**src/rf_pkg.sv**
```systemverilog
// Register file package with the array widths and the shared word typedefs
package rf_pkg;

    // ------------------------------------------------------------------
    // Array geometry
    // ------------------------------------------------------------------

    // Five address bits index the 32 entries of the array
    parameter int rf_addr_w = 5;

    // User data width as seen on the outside write and read ports
    parameter int rf_data_w = 32;

    // A stored word is the user data with one parity bit on top
    parameter int rf_word_w = rf_data_w + 1;

    // ------------------------------------------------------------------
    // Vector types
    // ------------------------------------------------------------------

    // Entry index into the array
    typedef logic [rf_addr_w-1:0] rf_addr_t;

    // User data word without parity
    typedef logic [rf_data_w-1:0] rf_data_t;

    // Stored word with the parity bit at the top
    // The parity bit makes the XOR of all 33 bits zero (even parity)
    typedef logic [rf_word_w-1:0] rf_word_t;

endpackage

```
**src/rf_mem_32x33.sv**
```systemverilog
// Behavioral 32x33 two-port storage array with a registered, isolation-cleared read port
`timescale 1ns/100ps

module rf_mem_32x33 (
     input  logic             clk
    ,input  logic             we
    ,input  rf_pkg::rf_addr_t waddr
    ,input  rf_pkg::rf_word_t wdata
    ,input  logic             re
    ,input  rf_pkg::rf_addr_t raddr
    ,input  logic             isol_en
    ,output rf_pkg::rf_word_t rdata
);

    // ------------------------------------------------------------------
    // Storage
    // ------------------------------------------------------------------

    // One word per address, 2**rf_addr_w entries deep
    rf_pkg::rf_word_t mem [2**rf_pkg::rf_addr_w];

    // Write port stores the word on the clock edge when we is high
    // The wrapper has already removed we while the array is off
    always_ff @(posedge clk) begin
        if (we) begin
            mem[waddr] <= wdata;
        end
    end

    // ------------------------------------------------------------------
    // Read port
    // ------------------------------------------------------------------

    // The read register loads on re and holds between reads
    // While isolation is on the outputs are clamped, so the register
    // clears to zero and never drives array contents out of the block
    always_ff @(posedge clk) begin
        if (isol_en) begin
            rdata <= '0;
        end else if (re) begin
            rdata <= mem[raddr];
        end
    end

endmodule

```
**src/rf_pg_wrap_32x33.sv**
```systemverilog
// Power-gated wrapper that runs the power enable through a chain and gates array access
`timescale 1ns/100ps

module rf_pg_wrap_32x33 #(
    parameter int pg_chain_len = 4
) (
     input  logic             clk
    ,input  logic             rst
    ,input  logic             we
    ,input  rf_pkg::rf_addr_t waddr
    ,input  rf_pkg::rf_word_t wdata
    ,input  logic             re
    ,input  rf_pkg::rf_addr_t raddr
    ,output rf_pkg::rf_word_t rdata
    // Power interface
    ,input  logic             isol_en
    ,input  logic             pwr_enable_b
    ,output logic             pwr_enable_b_out
);

    // ------------------------------------------------------------------
    // Power enable chain
    // ------------------------------------------------------------------

    // Each stage models one switch bank of the array turning on in turn
    // All stages come out of reset high so the array starts off
    logic [pg_chain_len-1:0] pwr_chain;

    // High while the last bank shows the array on
    logic array_on;

    always_ff @(posedge clk) begin
        if (rst) begin
            pwr_chain <= '1;
        end else begin
            pwr_chain[0] <= pwr_enable_b;
            for (int i = 1; i < pg_chain_len; i++) begin
                pwr_chain[i] <= pwr_chain[i-1];
            end
        end
    end

    // The controller waits on this before it trusts the array
    assign pwr_enable_b_out = pwr_chain[pg_chain_len-1];
    assign array_on         = ~pwr_enable_b_out;

    // ------------------------------------------------------------------
    // Array
    // ------------------------------------------------------------------

    // Accesses reach the array only once the whole chain shows it on
    rf_mem_32x33 i_rf (
         .clk     (clk)
        ,.we      (we & array_on)
        ,.waddr   (waddr)
        ,.wdata   (wdata)
        ,.re      (re & array_on)
        ,.raddr   (raddr)
        ,.isol_en (isol_en)
        ,.rdata   (rdata)
    );

endmodule

```
**src/rf_power_ctrl.sv**
```systemverilog
// Power controller FSM that turns a four-phase req/ack into isolation and enable sequencing
`timescale 1ns/100ps

module rf_power_ctrl (
     input  logic clk
    ,input  logic rst
    ,input  logic pwr_req
    ,input  logic pwr_enable_b_out
    ,output logic pwr_ack
    ,output logic pwr_enable_b
    ,output logic isol_en
    ,output logic powered
);

    // ------------------------------------------------------------------
    // State
    // ------------------------------------------------------------------

    typedef enum logic [1:0] {
        st_off,
        st_waking,
        st_on,
        st_sleeping
    } pwr_state_t;

    pwr_state_t state;

    // ------------------------------------------------------------------
    // Sequencer
    // ------------------------------------------------------------------

    // All outputs are registered so the array sees clean edges
    // Power-up order is enable low, chain done, isolation off, powered and ack
    // Power-down runs the same steps backwards
    always_ff @(posedge clk) begin
        if (rst) begin
            state        <= st_off;
            pwr_ack      <= 1'b0;
            pwr_enable_b <= 1'b1;
            isol_en      <= 1'b1;
            powered      <= 1'b0;
        end else begin
            case (state)
                st_off: begin
                    // Rising request starts the first bank turning on
                    if (pwr_req) begin
                        pwr_enable_b <= 1'b0;
                        state        <= st_waking;
                    end
                end
                st_waking: begin
                    // Isolation stays on until every bank is up
                    if (!pwr_enable_b_out) begin
                        if (isol_en) begin
                            isol_en <= 1'b0;
                        end else begin
                            // Outputs are live one cycle before users may access
                            powered <= 1'b1;
                            pwr_ack <= 1'b1;
                            state   <= st_on;
                        end
                    end
                end
                st_on: begin
                    // Stop new accesses first; ones already taken finish
                    // on the next edge while the array is still fully on
                    if (!pwr_req) begin
                        powered <= 1'b0;
                        state   <= st_sleeping;
                    end
                end
                st_sleeping: begin
                    if (!isol_en) begin
                        isol_en <= 1'b1;
                    end else if (!pwr_enable_b) begin
                        pwr_enable_b <= 1'b1;
                    end else if (pwr_enable_b_out) begin
                        // Last bank is off, so the handshake can close
                        pwr_ack <= 1'b0;
                        state   <= st_off;
                    end
                end
                default: begin
                    state <= st_off;
                end
            endcase
        end
    end

endmodule

```
**src/rf_access_ctrl.sv**
```systemverilog
// Access controller with parity generation, write drop, read tracking and error flags
`timescale 1ns/100ps

module rf_access_ctrl (
     input  logic             clk
    ,input  logic             rst
    ,input  logic             powered
    // Outside write port
    ,input  logic             wr_en
    ,input  rf_pkg::rf_addr_t wr_addr
    ,input  rf_pkg::rf_data_t wr_data
    ,input  logic             par_inject
    ,output logic             wr_drop
    // Outside read port
    ,input  logic             rd_en
    ,input  rf_pkg::rf_addr_t rd_addr
    ,output logic             rd_valid
    ,output rf_pkg::rf_data_t rd_data
    ,output logic             rd_par_err
    ,output logic             rd_sleep_err
    // Array side
    ,output logic             we
    ,output rf_pkg::rf_addr_t waddr
    ,output rf_pkg::rf_word_t wdata
    ,output logic             re
    ,output rf_pkg::rf_addr_t raddr
    ,input  rf_pkg::rf_word_t rdata
);

    // ------------------------------------------------------------------
    // Write path
    // ------------------------------------------------------------------

    // Even parity bit over the data that par_inject flips to plant a bad word
    logic wr_par;
    // Marks a write that arrived while the array was down so wr_drop follows a cycle later
    logic wr_drop_q;

    assign wr_par = (^wr_data) ^ par_inject;

    // ------------------------------------------------------------------
    // Read path
    // ------------------------------------------------------------------

    // Stage 1 lines up with the array read, stage 2 with the read register
    logic rd_v1;
    logic rd_v2;
    // Power state at the time each read was taken
    logic rd_pw1;
    logic rd_pw2;

    // Control and valid pipeline
    always_ff @(posedge clk) begin
        if (rst) begin
            we           <= 1'b0;
            wr_drop_q    <= 1'b0;
            wr_drop      <= 1'b0;
            re           <= 1'b0;
            rd_v1        <= 1'b0;
            rd_v2        <= 1'b0;
            rd_pw1       <= 1'b0;
            rd_pw2       <= 1'b0;
            rd_valid     <= 1'b0;
            rd_par_err   <= 1'b0;
            rd_sleep_err <= 1'b0;
        end else begin
            we        <= wr_en & powered;
            wr_drop_q <= wr_en & ~powered;
            wr_drop   <= wr_drop_q;
            // No array read is issued when the array is down
            re        <= rd_en & powered;
            rd_v1     <= rd_en;
            rd_pw1    <= powered;
            rd_v2     <= rd_v1;
            rd_pw2    <= rd_pw1;
            rd_valid  <= rd_v2;
            // A whole 33-bit word with odd parity is a bad word
            rd_par_err   <= rd_v2 & rd_pw2 & (^rdata);
            rd_sleep_err <= rd_v2 & ~rd_pw2;
        end
    end

    // Address and data registers load on every cycle
    always_ff @(posedge clk) begin
        waddr <= wr_addr;
        wdata <= {wr_par, wr_data};
        raddr <= rd_addr;
        // Reads taken while down return zero whatever the array holds
        if (rd_pw2) begin
            rd_data <= rdata[rf_pkg::rf_data_w-1:0];
        end else begin
            rd_data <= '0;
        end
    end

endmodule

```
**src/rf_subsys.sv**
```systemverilog
// Register file subsystem top joining power control, the gated array and access control
`timescale 1ns/100ps

module rf_subsys #(
    parameter int pg_chain_len = 4
) (
     input  logic             clk
    ,input  logic             rst
    // Power handshake
    ,input  logic             pwr_req
    ,output logic             pwr_ack
    // Write port
    ,input  logic             wr_en
    ,input  rf_pkg::rf_addr_t wr_addr
    ,input  rf_pkg::rf_data_t wr_data
    ,input  logic             par_inject
    ,output logic             wr_drop
    // Read port
    ,input  logic             rd_en
    ,input  rf_pkg::rf_addr_t rd_addr
    ,output logic             rd_valid
    ,output rf_pkg::rf_data_t rd_data
    ,output logic             rd_par_err
    ,output logic             rd_sleep_err
);

    // ------------------------------------------------------------------
    // Internal wiring
    // ------------------------------------------------------------------

    // Power control to and from the wrapper
    logic             pwr_enable_b;
    logic             pwr_enable_b_out;
    logic             isol_en;
    logic             powered;
    // Access control to and from the array
    logic             we;
    rf_pkg::rf_addr_t waddr;
    rf_pkg::rf_word_t wdata;
    logic             re;
    rf_pkg::rf_addr_t raddr;
    rf_pkg::rf_word_t rdata;

    rf_power_ctrl i_pwr_ctrl (
         .clk              (clk)
        ,.rst              (rst)
        ,.pwr_req          (pwr_req)
        ,.pwr_enable_b_out (pwr_enable_b_out)
        ,.pwr_ack          (pwr_ack)
        ,.pwr_enable_b     (pwr_enable_b)
        ,.isol_en          (isol_en)
        ,.powered          (powered)
    );

    rf_pg_wrap_32x33 #(
        .pg_chain_len (pg_chain_len)
    ) i_rf_wrap (
         .clk              (clk)
        ,.rst              (rst)
        ,.we               (we)
        ,.waddr            (waddr)
        ,.wdata            (wdata)
        ,.re               (re)
        ,.raddr            (raddr)
        ,.rdata            (rdata)
        ,.isol_en          (isol_en)
        ,.pwr_enable_b     (pwr_enable_b)
        ,.pwr_enable_b_out (pwr_enable_b_out)
    );

    rf_access_ctrl i_acc_ctrl (
         .clk          (clk)
        ,.rst          (rst)
        ,.powered      (powered)
        ,.wr_en        (wr_en)
        ,.wr_addr      (wr_addr)
        ,.wr_data      (wr_data)
        ,.par_inject   (par_inject)
        ,.wr_drop      (wr_drop)
        ,.rd_en        (rd_en)
        ,.rd_addr      (rd_addr)
        ,.rd_valid     (rd_valid)
        ,.rd_data      (rd_data)
        ,.rd_par_err   (rd_par_err)
        ,.rd_sleep_err (rd_sleep_err)
        ,.we           (we)
        ,.waddr        (waddr)
        ,.wdata        (wdata)
        ,.re           (re)
        ,.raddr        (raddr)
        ,.rdata        (rdata)
    );

endmodule

```
**config.mk**
```make
export PLATFORM = sky130hd
export DESIGN_NAME = rf_subsys
export DESIGN_NICKNAME = d
export VERILOG_FILES = /design/src/rf_pkg.sv /design/src/rf_mem_32x33.sv /design/src/rf_pg_wrap_32x33.sv /design/src/rf_power_ctrl.sv /design/src/rf_access_ctrl.sv /design/src/rf_subsys.sv
export SDC_FILE = /design/constraint.sdc
export NUM_CORES = 1
export LEC_CHECK = 0
export BUFFER_PORTS_ARGS = -buffer_cell sky130_fd_sc_hd__buf_2
export CORE_UTILIZATION = 45
export CTS_BUF_LIST = sky130_fd_sc_hd__clkbuf_2 sky130_fd_sc_hd__clkbuf_4 sky130_fd_sc_hd__clkbuf_8
export CTS_CLUSTER_DIAMETER = 50
export DETAILED_ROUTE_END_ITERATION = 16
export PLACE_DENSITY_LB_ADDON = 0.05
export REMOVE_ABC_BUFFERS = 1
export SLEW_MARGIN = 20
export SYNTH_ARGS = -nofsm -noshare
export SYNTH_HDL_FRONTEND = slang
export SYNTH_SLANG_ARGS = --single-unit
```
**constraint.sdc**
```tcl
create_clock -name clk -period 3.9 [get_ports clk]
set_input_delay 0.585 -clock clk [delete_from_list [all_inputs] [get_ports clk]]
set_output_delay 0.585 -clock clk [all_outputs]
set_load 0.005 [all_outputs]
```
==> results.yml, run 1 <==
clocking:
  clockRootBuffer: "clkbuf_8"
  post_cts_resized: 0
  cts_setup_buffers: 0
  clockBufferDepth: 3
  clock-sinks: 1185
  cts_tree: "built"
  htree_levels: 4
  clk_pin_slew_ps: 60
  worstSkewPairLatency_ps: 850
  cts-buffers-inserted: 194
finish:
  syn_to_final_growth_pct: 15.5
  drive_above_1_share: 0.204
  final_common_cell: "edfxtp_1"
  fin_util: 0.528
  layout_common_cells: "edfxtp_1, mux2i_1, a22oi_1, clkbuf_8, a21oi_1"
  layout.nets: 2864
worst_setup_path:
  timing.rr.start: "i_acc_ctrl.raddr[1]"
  slowest_delay_ps: 770
  r2r_setup_slack_ps: 1180
  path_buf_inv: 1
  path_cells: "buf_4, mux2i_1, a22oi_1, a21oi_1, or4_1, a211oi_2"
  worst_path_max_delay_cell: "dfxtp_4"
  crit_required_ps: 4670
  critPathKind: "reg2reg"
  r2r-end: "i_rf_wrap.i_rf.rdata[15]"
  arrival_ps: 3490
  reg2reg_depth: 6
  critPathMaxFanout: 25
  cp_top_family: "flip-flops"
  cp-end-kind: "flip-flop"
  startpoint_type: "flip-flop"
sta:
  min_period_ps: 2720
  setup_tns_ps: 0
  hold_viol_final: 0
  worst_slew_pin_slew_ps: 1050
  fmax_mhz: 367
  rsz0062_at_grt: "false"
  hold_slack_ps: 115
  period_share: 0.698
  slew_violations: 0
  setup_violations: 0
  max-slew-margin-rel: 0.297
  finClkSkew_ps: 43.4
logic_synthesis:
  netlist_instances: 2555
  synth-seq-cells: 1185
  async_flop_share: 0
  yosysWarnings: 0
  syn_area_per_cell_sq_um: 17.7
  synth-main-ff-cell: "edfxtp_1"
  yosysTopAreaCellShare: 0.701
  yosysTopAreaCell: "edfxtp_1"
  synthesis.area_sq_um: 45300
  yosysSeqAreaShare: 0.758
  synth_cell_types: 37
  synth_area_leaders: "edfxtp_1, mux2i_1, dfxtp_1"
  synth-edff-count: 1056
die:
  start_util: 0.457
  die_h_um: 319
  fp-row-count: 115
  dieArea_sq_um: 102000
  core_sq_um: 99000
  ios: 85
  die_w_um: 319
routing:
  ant_nets: 0
  drt-initial-drc-count: 2263
  route.detailed.drc: 0
  routed_via_density: 5.74
  drt_first_pass_iters: 5
  totalWireLength_um: 127000
  routed-via-count: 24518
  wire_per_inst_um: 29.7
place:
  port_buffers: 84
  dp_hpwl_um: 67100
  gp_congestion: 0.758
global_route:
  grt_max_degree: 73
  grt_pass1_wl_um: 179000
  grt_use_total: 0.250
  antenna_found_initial: 4
  grt_pass1_vias: 24631
  overflow: 0
outcome:
  status: "finished clean"
power:
  p_leak_nw: 18.2
  power_density_nw_per_um2: 504
  ir_drop_mv: 0.294
job:
  drv_cap: 0
min_path:
  worst_hold_startpoint: "pwr_req"
  min_path_type: "in2reg"
  worstHoldEndpoint: "i_pwr_ctrl.powered"
  holdPathStages: 3
[flip-flops by register name, indices dropped and copies added (netlist names), 2 cells and up]
name and cells:
i_acc_ctrl.raddr 5, i_acc_ctrl.rd_data 32, i_acc_ctrl.waddr 5, i_acc_ctrl.wdata 33, i_pwr_ctrl.state 2, i_rf_wrap.i_rf.mem 1056
i_rf_wrap.i_rf.rdata 33, i_rf_wrap.pwr_chain 4
[metal layers]
metal / routed length (um) / track usage / up-vias
met5: 0 / 0 / -
met4: 3650 / 0.0887 / 0
met3: 7220 / 0.0464 / 201
met2: 60800 / 0.404 / 779
met1: 55200 / 0.340 / 12826
li1: - / - / 10712
[metrics by stage]
step           std cells  area [sq um]  setup slack (ps)  power (mW)
3_5_place_dp        3859         47700              1190        15.5
2_1_floorplan       2405         44400            -15180        15.6
5_1_grt             4273         52300              1030        27.2
3_3_place_gp        3859         47700              1180        15.5
4_1_cts             4272         52200              1150        26.6
6_report            4274         52300              1180        26.3
[cell usage after synthesis, types with 12 or more instances]
| cell | number |
|---|---|
| buf_1 | 12 |
| buf_4 | 35 |
| a21oi_1 | 137 |
| or4_1 | 33 |
| mux2i_1 | 530 |
| a22oi_1 | 264 |
| clkbuf_1 | 70 |
| xnor2_1 | 53 |
| and2_1 | 34 |
| buf_6 | 22 |
| nor2_1 | 70 |
| edfxtp_1 | 1056 |
| a211oi_2 | 32 |
| dfxtp_1 | 129 |
[worst register-to-register path, delay by kind of cell (launching register included)]
family,cells,cell delay [ps]
flops,1,770
mux,1,160
compound gates,3,600
simple gates,1,570
buf+inv,1,550
[power breakdown]
group | total (mW) | switching, mW | internal [mW]
clock | 11.0 | 4.92 | 6.13
sequential | 14.1 | 0.228 | 13.9
combinational | 1.14 | 0.672 | 0.471
[repair_timing]
item,CTS,global route
endpoints found under the hold margin,45,0
hold buffers,44,0
setup endpoints to repair,0,0
[cells by family (layout without fill, tap and decap cells)]
| group | count (synthesis) | after routing | synth area share |
|---|---|---|---|
| multiplexers | 530 | 530 | 0.117 |
| AND/OR/NAND/NOR | 182 | 182 | 0.0224 |
| buffers and inverters | 152 | 582 | 0.0198 |
| other | 0 | 2 | 0 |
| AO/OA/AOI/OAI | 442 | 442 | 0.0692 |
| flip-flops | 1185 | 1185 | 0.758 |
| XOR/XNOR | 60 | 60 | 0.0125 |
| adder cells (fa/ha/maj) | 4 | 4 | 0.00111 |
[worst max path at each step]
stage | startpoint | end | slack, ps | depth (start not counted)
finish | i_acc_ctrl.raddr[1] | i_rf_wrap.i_rf.rdata[15] | 1180 | 6
CTS | i_acc_ctrl.raddr[1] | i_rf_wrap.i_rf.rdata[15] | 1150 | 6
global route | i_acc_ctrl.raddr[1] | i_rf_wrap.i_rf.rdata[15] | 1030 | 6
floorplan | i_acc_ctrl.raddr[1] | i_rf_wrap.i_rf.rdata[31] | -15180 | 5
global placement | i_acc_ctrl.raddr[1] | i_rf_wrap.i_rf.rdata[15] | 1180 | 6
detailed placement | i_acc_ctrl.raddr[1] | i_rf_wrap.i_rf.rdata[15] | 1190 | 6
[final cells by class]
class	instances	area, sq um
Clock inverter	58	372
Inverter	2	7.51
Tap cell	1287	1610
Antenna cell	2	5.00
Timing Repair Buffer	211	1900
Clock buffer	311	3710
Sequential cell	1185	34300
Fill cell	8041	46700
Multi-Input combinational cell	1218	10300
No activity file was read; power rests on OpenSTA's default activity.
==> inputs of run 2 (changes only) <==
==> constraint.sdc (replaced) <==
create_clock -name clk -period 2.4 [get_ports clk]
set_input_delay 0.36 -clock clk [delete_from_list [all_inputs] [get_ports clk]]
set_output_delay 0.36 -clock clk [all_outputs]
set_load 0.005 [all_outputs]
==> run 2 against run 1 <==
  * Worst hold slack better by 37 ps
  * Worst setup slack got worse by 1100 ps
  * Combinational power up 81%
  * Sequential power up 62%
  * Sequential share of layout area is 1.8 points lower
  * Clock skew down 14 ps
  * Via count up 1.4%
  * Sequential cell count unchanged
  * Largest cell class unchanged
==> results.yml, run 2 (synthesis gave the netlist of run 1 again) <==
outcome:
  status: "finished clean"
sta:
  slew_violations: 0
  fmax_mhz: 432
  setup_violations: 0
  hold_slack_ps: 152
  max-slew-margin-rel: 0.311
  rsz0062_at_grt: "true"
  finClkSkew_ps: 29.3
  hold_viol_final: 0
  period_share: 0.965
  min_period_ps: 2320
  worst_slew_pin_slew_ps: 1030
routing:
  drt-initial-drc-count: 2275
  drt_first_pass_iters: 5
  totalWireLength_um: 129000
  routed-via-count: 24859
  route.detailed.drc: 0
  routed_via_density: 5.70
  ant_nets: 0
  wire_per_inst_um: 29.5
place:
  gp_congestion: 0.786
  port_buffers: 84
  place_area_sq_um: 48900
  dp.cells: 3944
  dp_hpwl_um: 69900
finish:
  syn_to_final_growth_pct: 18.6
  final_common_cell: "edfxtp_1"
  drive_above_1_share: 0.225
  largestRegisters: "i_rf_wrap.i_rf.mem x1056, i_acc_ctrl.wdata x33, i_rf_wrap.i_rf.rdata x33"
  top_register: "i_rf_wrap.i_rf.mem"
  n_fill_cell: 7895
  layout_common_cells: "edfxtp_1, mux2i_1, a22oi_1, clkbuf_8, a21oi_1"
  layout.nets: 2952
  largest_reg_flops: 1056
  design_area_sq_um: 53700
  final_cells: 4363
worst_setup_path:
  r2r-end: "i_rf_wrap.i_rf.rdata[18]"
  crit_required_ps: 3170
  r2r_setup_slack_ps: 80
  reg2reg_depth: 7
  timing.rr.start: "i_acc_ctrl.raddr[1]"
  critPathMaxFanout: 48
  arrival_ps: 3080
  cp-end-kind: "flip-flop"
  critPathKind: "reg2reg"
  startpoint_type: "flip-flop"
die:
  start_util: 0.457
  fp-row-count: 115
  die_w_um: 319
  ios: 85
  dieArea_sq_um: 102000
  die_h_um: 319
  core_sq_um: 99000
clocking:
  clk_pin_slew_ps: 60
  cts_setup_buffers: 0
  clockRootBuffer: "clkbuf_8"
  clock-sinks: 1185
  clockBufferDepth: 3
  cts_tree: "built"
  cts-buffers-inserted: 193
  htree_levels: 4
  worstSkewPairLatency_ps: 850
job:
  drv_cap: 0
min_path:
  min_path_type: "in2reg"
  holdPathStages: 2
  worst_hold_startpoint: "wr_addr[4]"
  worstHoldEndpoint: "i_acc_ctrl.waddr[4]"
power:
  switchingPower_mw: 9.47
  p_leak_nw: 18.9
  power_mw: 43.6
  swShare: 0.217
  ir_drop_mv: 0.529
  comb_power_share: 0.047
  clkPwrFrac: 0.428
  p_int_mw: 34.1
  p_seq_frac: 0.525
  power_density_nw_per_um2: 813
global_route:
  antenna_found_initial: 3
  grt_use_total: 0.254
  grt_max_degree: 66
  grt_pass1_vias: 25290
  grt_pass1_wl_um: 183000
  overflow: 0
run 2: power groups by stage:
stage	Clock, mW	Sequential, mW	Combinational (mW)
after floorplan	0	23.4	1.91
after global placement	0	23.3	1.97
after detailed placement	0	23.3	1.99
after CTS	19.1	22.9	2.06
after global routing	20.0	22.9	2.19
final	18.7	22.9	2.06
run 2: layout make-up:
| type | count | area [sq um] | share of cell area |
|---|---|---|---|
| multi-input combinational | 1218 | 10300 | 0.193 |
| clock inverter | 52 | 389 | 0.00725 |
| clock buffer | 316 | 3870 | 0.0721 |
| antenna | 3 | 7.51 | 0.000140 |
| inverter | 2 | 7.51 | 0.000140 |
| tap | 1287 | 1610 | 0.0300 |
| sequential | 1185 | 34300 | 0.639 |
| timing repair buffer | 300 | 3140 | 0.0585 |
run 2: per-stage QoR:
stage / worst slack, ps / util / setup TNS [ps]
after floorplan: -16680 / - / -881370
after global placement: 131 / 0.494 / 0
after detailed placement: 120 / 0.494 / 0
after CTS: 92.7 / 0.542 / 0
after global routing: -23.4 / 0.542 / -50.4
final: 84.6 / 0.542 / 0
run 2: how the worst max path moves through the flow:
stage	slack [ps]	start	to	cells past startpoint
after detailed placement	120	i_acc_ctrl.raddr[1]	i_rf_wrap.i_rf.rdata[6]	7
after global routing	-20	i_acc_ctrl.raddr[1]	i_rf_wrap.i_rf.rdata[18]	7
final	80	i_acc_ctrl.raddr[1]	i_rf_wrap.i_rf.rdata[18]	7
after floorplan	-16680	i_acc_ctrl.raddr[1]	i_rf_wrap.i_rf.rdata[31]	5
after CTS	90	i_acc_ctrl.raddr[1]	i_rf_wrap.i_rf.rdata[6]	7
after global placement	130	i_acc_ctrl.raddr[0]	i_rf_wrap.i_rf.rdata[5]	7
run 2: layer usage:
metal,GRT usage,part of all wire
met1,0.347,0.44
met2,0.418,0.49
met3,0.0410,0.047
met4,0.0760,0.023
met5,0,0
run 2: worst max-delay path, cell delays in order (launching register included):
cell and delay (ps):
dfxtp_4 390, buf_12 220, buf_16 320, mux2i_1 120, a22oi_1 200, a21oi_1 100
or4_1 550, a211oi_2 220
run 2: what timing repair did:
item | in CTS | in global routing
hold buffers | 48 | 0
endpoints found under the hold margin | 63 | 0
setup endpoints to repair | 0 | 5
resized for setup | 0 | 3
==> inputs of run 3 (changes only) <==
--- a/config.mk
+++ b/config.mk
@@ -15,4 +15,5 @@
 export SLEW_MARGIN = 20
 export SYNTH_ARGS = -nofsm -noshare
 export SYNTH_HDL_FRONTEND = slang
+export SYNTH_HIERARCHICAL = 1
 export SYNTH_SLANG_ARGS = --single-unit
==> run 3 against run 2 <==
  * Register-to-register slack better by 20 ps
  * Routed wire length grew 2.1%
  * Worst setup slack improved by 18 ps
  * Critical path type unchanged
  * Via count increased by 0.11%
  * Clock-buffer cell count decreased by 24
  * First-iteration DRC count increased by 12%
  * Clock skew grew 6.8 ps
  * Critical path depth grew 1
  * Sequential cell count did not move
  * Power is 2.0% lower
  * Combinational power is 9% higher
  * Worst hold slack worse by 2.7 ps
==> results.yml, run 3 <==
logic_synthesis:
  yosysTopAreaCellShare: 0.699
  synth-edff-count: 1056
  netlist_instances: 2561
  yosysTopAreaCell: "edfxtp_1"
  muxShareOfSynthArea: 0.117
  synth_fa_ha_area_frac: 0.00166
  synth_area_leaders: "edfxtp_1, mux2i_1, dfxtp_1"
  synth_top_family_by_area: "multiplexers"
  synthesis.area_sq_um: 45300
  synth_compound_area_frac: 0.0688
  synth-main-ff-cell: "edfxtp_1"
  async_flop_share: 0
  synth-simple-area-share: 0.0228
  synth-seq-cells: 1185
  syn_area_per_cell_sq_um: 17.7
  synth_cell_types: 47
  synth.most_common_cell: "edfxtp_1"
  yosysSeqAreaShare: 0.756
  synthXorXnorAreaFrac: 0.0125
  yosysWarnings: 6
  synth_commonest_cells: "edfxtp_1, mux2i_1, a22oi_1"
power:
  power_density_nw_per_um2: 796
  comb_power_share: 0.053
  swShare: 0.222
  p_seq_frac: 0.538
  p_int_mw: 33.3
  p_leak_nw: 18.9
  ir_drop_mv: 0.460
  clkPwrFrac: 0.410
  switchingPower_mw: 9.48
clocking:
  cts-buffers-inserted: 191
  htree_levels: 4
  clock-sinks: 1185
  clockRootBuffer: "clkbuf_8"
  clk_pin_slew_ps: 60
  cts_tree: "built"
  clockBufferDepth: 3
  worstSkewPairLatency_ps: 860
routing:
  route.detailed.drc: 0
  drt_first_pass_iters: 5
  totalWireLength_um: 131000
  ant_nets: 0
  wire_per_inst_um: 30.0
  routed_via_density: 5.68
  drt-initial-drc-count: 2559
  routed-via-count: 24886
worst_setup_path:
  crit_required_ps: 3170
  cp-end-kind: "flip-flop"
  arrival_ps: 3070
  path_buf_inv: 3
  cp_top_family: "compound AO/OA/AOI/OAI gates"
  path_cells: "buf_12, buf_16, buf_12, mux2i_1, a22oi_1, a21oi_1, or4_1, a211oi_2"
  worst_path_max_delay_cell: "or4_1"
  critPathMaxFanout: 15
  critPathKind: "reg2reg"
  startpoint_type: "flip-flop"
  slowest_delay_ps: 490
  cpMostUsedCell: "buf_12"
die:
  dieArea_sq_um: 102000
  ios: 85
  start_util: 0.453
  fp-row-count: 116
  die_w_um: 319
  die_h_um: 319
  core_sq_um: 100000
finish:
  largestRegisters: "i_rf_wrap/i_rf/mem x1056, i_acc_ctrl/wdata x33, i_rf_wrap/i_rf/rdata x33"
  final_cells: 4381
  layout_common_cells: "edfxtp_1, mux2i_1, a22oi_1, clkbuf_8, a21oi_1"
  largest_reg_flops: 1056
  final_common_cell: "edfxtp_1"
  n_fill_cell: 7989
  top_register: "i_rf_wrap/i_rf/mem"
  layout.nets: 2972
  drive_above_1_share: 0.217
  fin_util: 0.537
  syn_to_final_growth_pct: 18.4
  design_area_sq_um: 53700
min_path:
  min_path_type: "in2reg"
global_route:
  grt_use_total: 0.258
  antenna_found_initial: 3
  overflow: 0
  grt_pass1_vias: 25273
  grt_pass1_wl_um: 185000
  grt_max_degree: 67
sta:
  worst_slew_pin_slew_ps: 1070
  max-slew-margin-rel: 0.286
  hold_slack_ps: 149
  fmax_mhz: 435
  hold_viol_final: 0
  slew_violations: 0
  period_share: 0.957
  min_period_ps: 2300
  setup_violations: 0
  finClkSkew_ps: 36.1
place:
  dp.cells: 3973
  port_buffers: 84
  gp_congestion: 0.808
  dp_hpwl_um: 71500
  place_area_sq_um: 49200
outcome:
  status: "finished clean"
job:
  drv_cap: 0
-- run 3: cell count changes in the layout (fill, tap and decap cells not counted), sizes merged, moves of 3 or more --
cell,previous run,this run
clkinvlp,2,5
clkbuf,316,295
clkinv,37,51
buf,252,262
o21bai,4,0
nor2b,10,13
-- run 3: kinds of logic after synthesis --
| kind of cell | after synthesis |
|---|---|
| flip-flops | 1185 |
| multiplexers | 531 |
| AO/OA/AOI/OAI | 441 |
| AND/OR/NAND/NOR | 185 |
| buffers and inverters | 153 |
| XOR/XNOR | 60 |
| adder cells (fa/ha/maj) | 6 |
-- run 3: what timing repair did --
action	CTS	global route
setup endpoints to repair	0	5
hold buffers	47	0
hold endpoints to repair	62	0
gates resized for setup	0	5
setup buffers	0	0
-- run 3: routing by layer --
metal  vias up  part of all wire  wire length (um)  GRT usage
met5         -                 0                 0          0
li1      10918                 -                 -          -
met2       839              0.48             63100      0.419
met4         0             0.028              3620     0.0841
met3       223             0.050              6520     0.0371
met1     12906              0.44             58200      0.357
-- run 3: worst paths after layout --
kind,from,endpoint,slack [ps],cells past startpoint
worst max-delay path,i_acc_ctrl/raddr[0],i_rf_wrap/i_rf/rdata[25],100,8
worst min-delay path,wr_addr[1],i_acc_ctrl/waddr[1],150,2
worst max register to register,i_acc_ctrl/raddr[0],i_rf_wrap/i_rf/rdata[25],100,8
worst min register to register,i_rf_wrap/pwr_chain[0],i_rf_wrap/pwr_chain[1],400,1
-- run 3: worst reg2reg max path, cell delays in order, from the launching register on --
cell and delay [ps]:
dfxtp_4 400, buf_12 200, buf_16 200, buf_12 190
mux2i_1 110, a22oi_1 300, a21oi_1 110, or4_1 490
a211oi_2 220
-- run 3: area by class of cell --
cell class | count | area [sq um] | area share
Sequential cell | 1185 | 34300 | 0.639
Multi-Input combinational cell | 1223 | 10400 | 0.194
Clock buffer | 292 | 3540 | 0.0659
Timing Repair Buffer | 312 | 3440 | 0.0640
Tap cell | 1298 | 1620 | 0.0302
Clock inverter | 65 | 383 | 0.00713
Inverter | 5 | 18.8 | 0.000349
Antenna cell | 1 | 2.50 | 0.0000466
-- run 3: power by group through the flow --
stage          sequential, mW  clock, mW  combinational [mW]
2_1_floorplan            23.4          0                2.00
5_1_grt                  23.0       18.8                2.39
6_report                 23.0       17.5                2.25
4_1_cts                  23.0       17.9                2.24
3_5_place_dp             23.4          0                2.17
3_3_place_gp             23.4          0                2.13
-- run 3: through the flow --
step | setup slack [ps] | TNS [ps] | total power, mW
2_1_floorplan | -16680 | -893810 | 25.4
3_3_place_gp | 56.2 | 0 | 25.5
3_5_place_dp | 80.1 | 0 | 25.6
4_1_cts | 55.1 | 0 | 43.1
5_1_grt | -7.61 | -7.61 | 44.2
6_report | 103 | 0 | 42.7
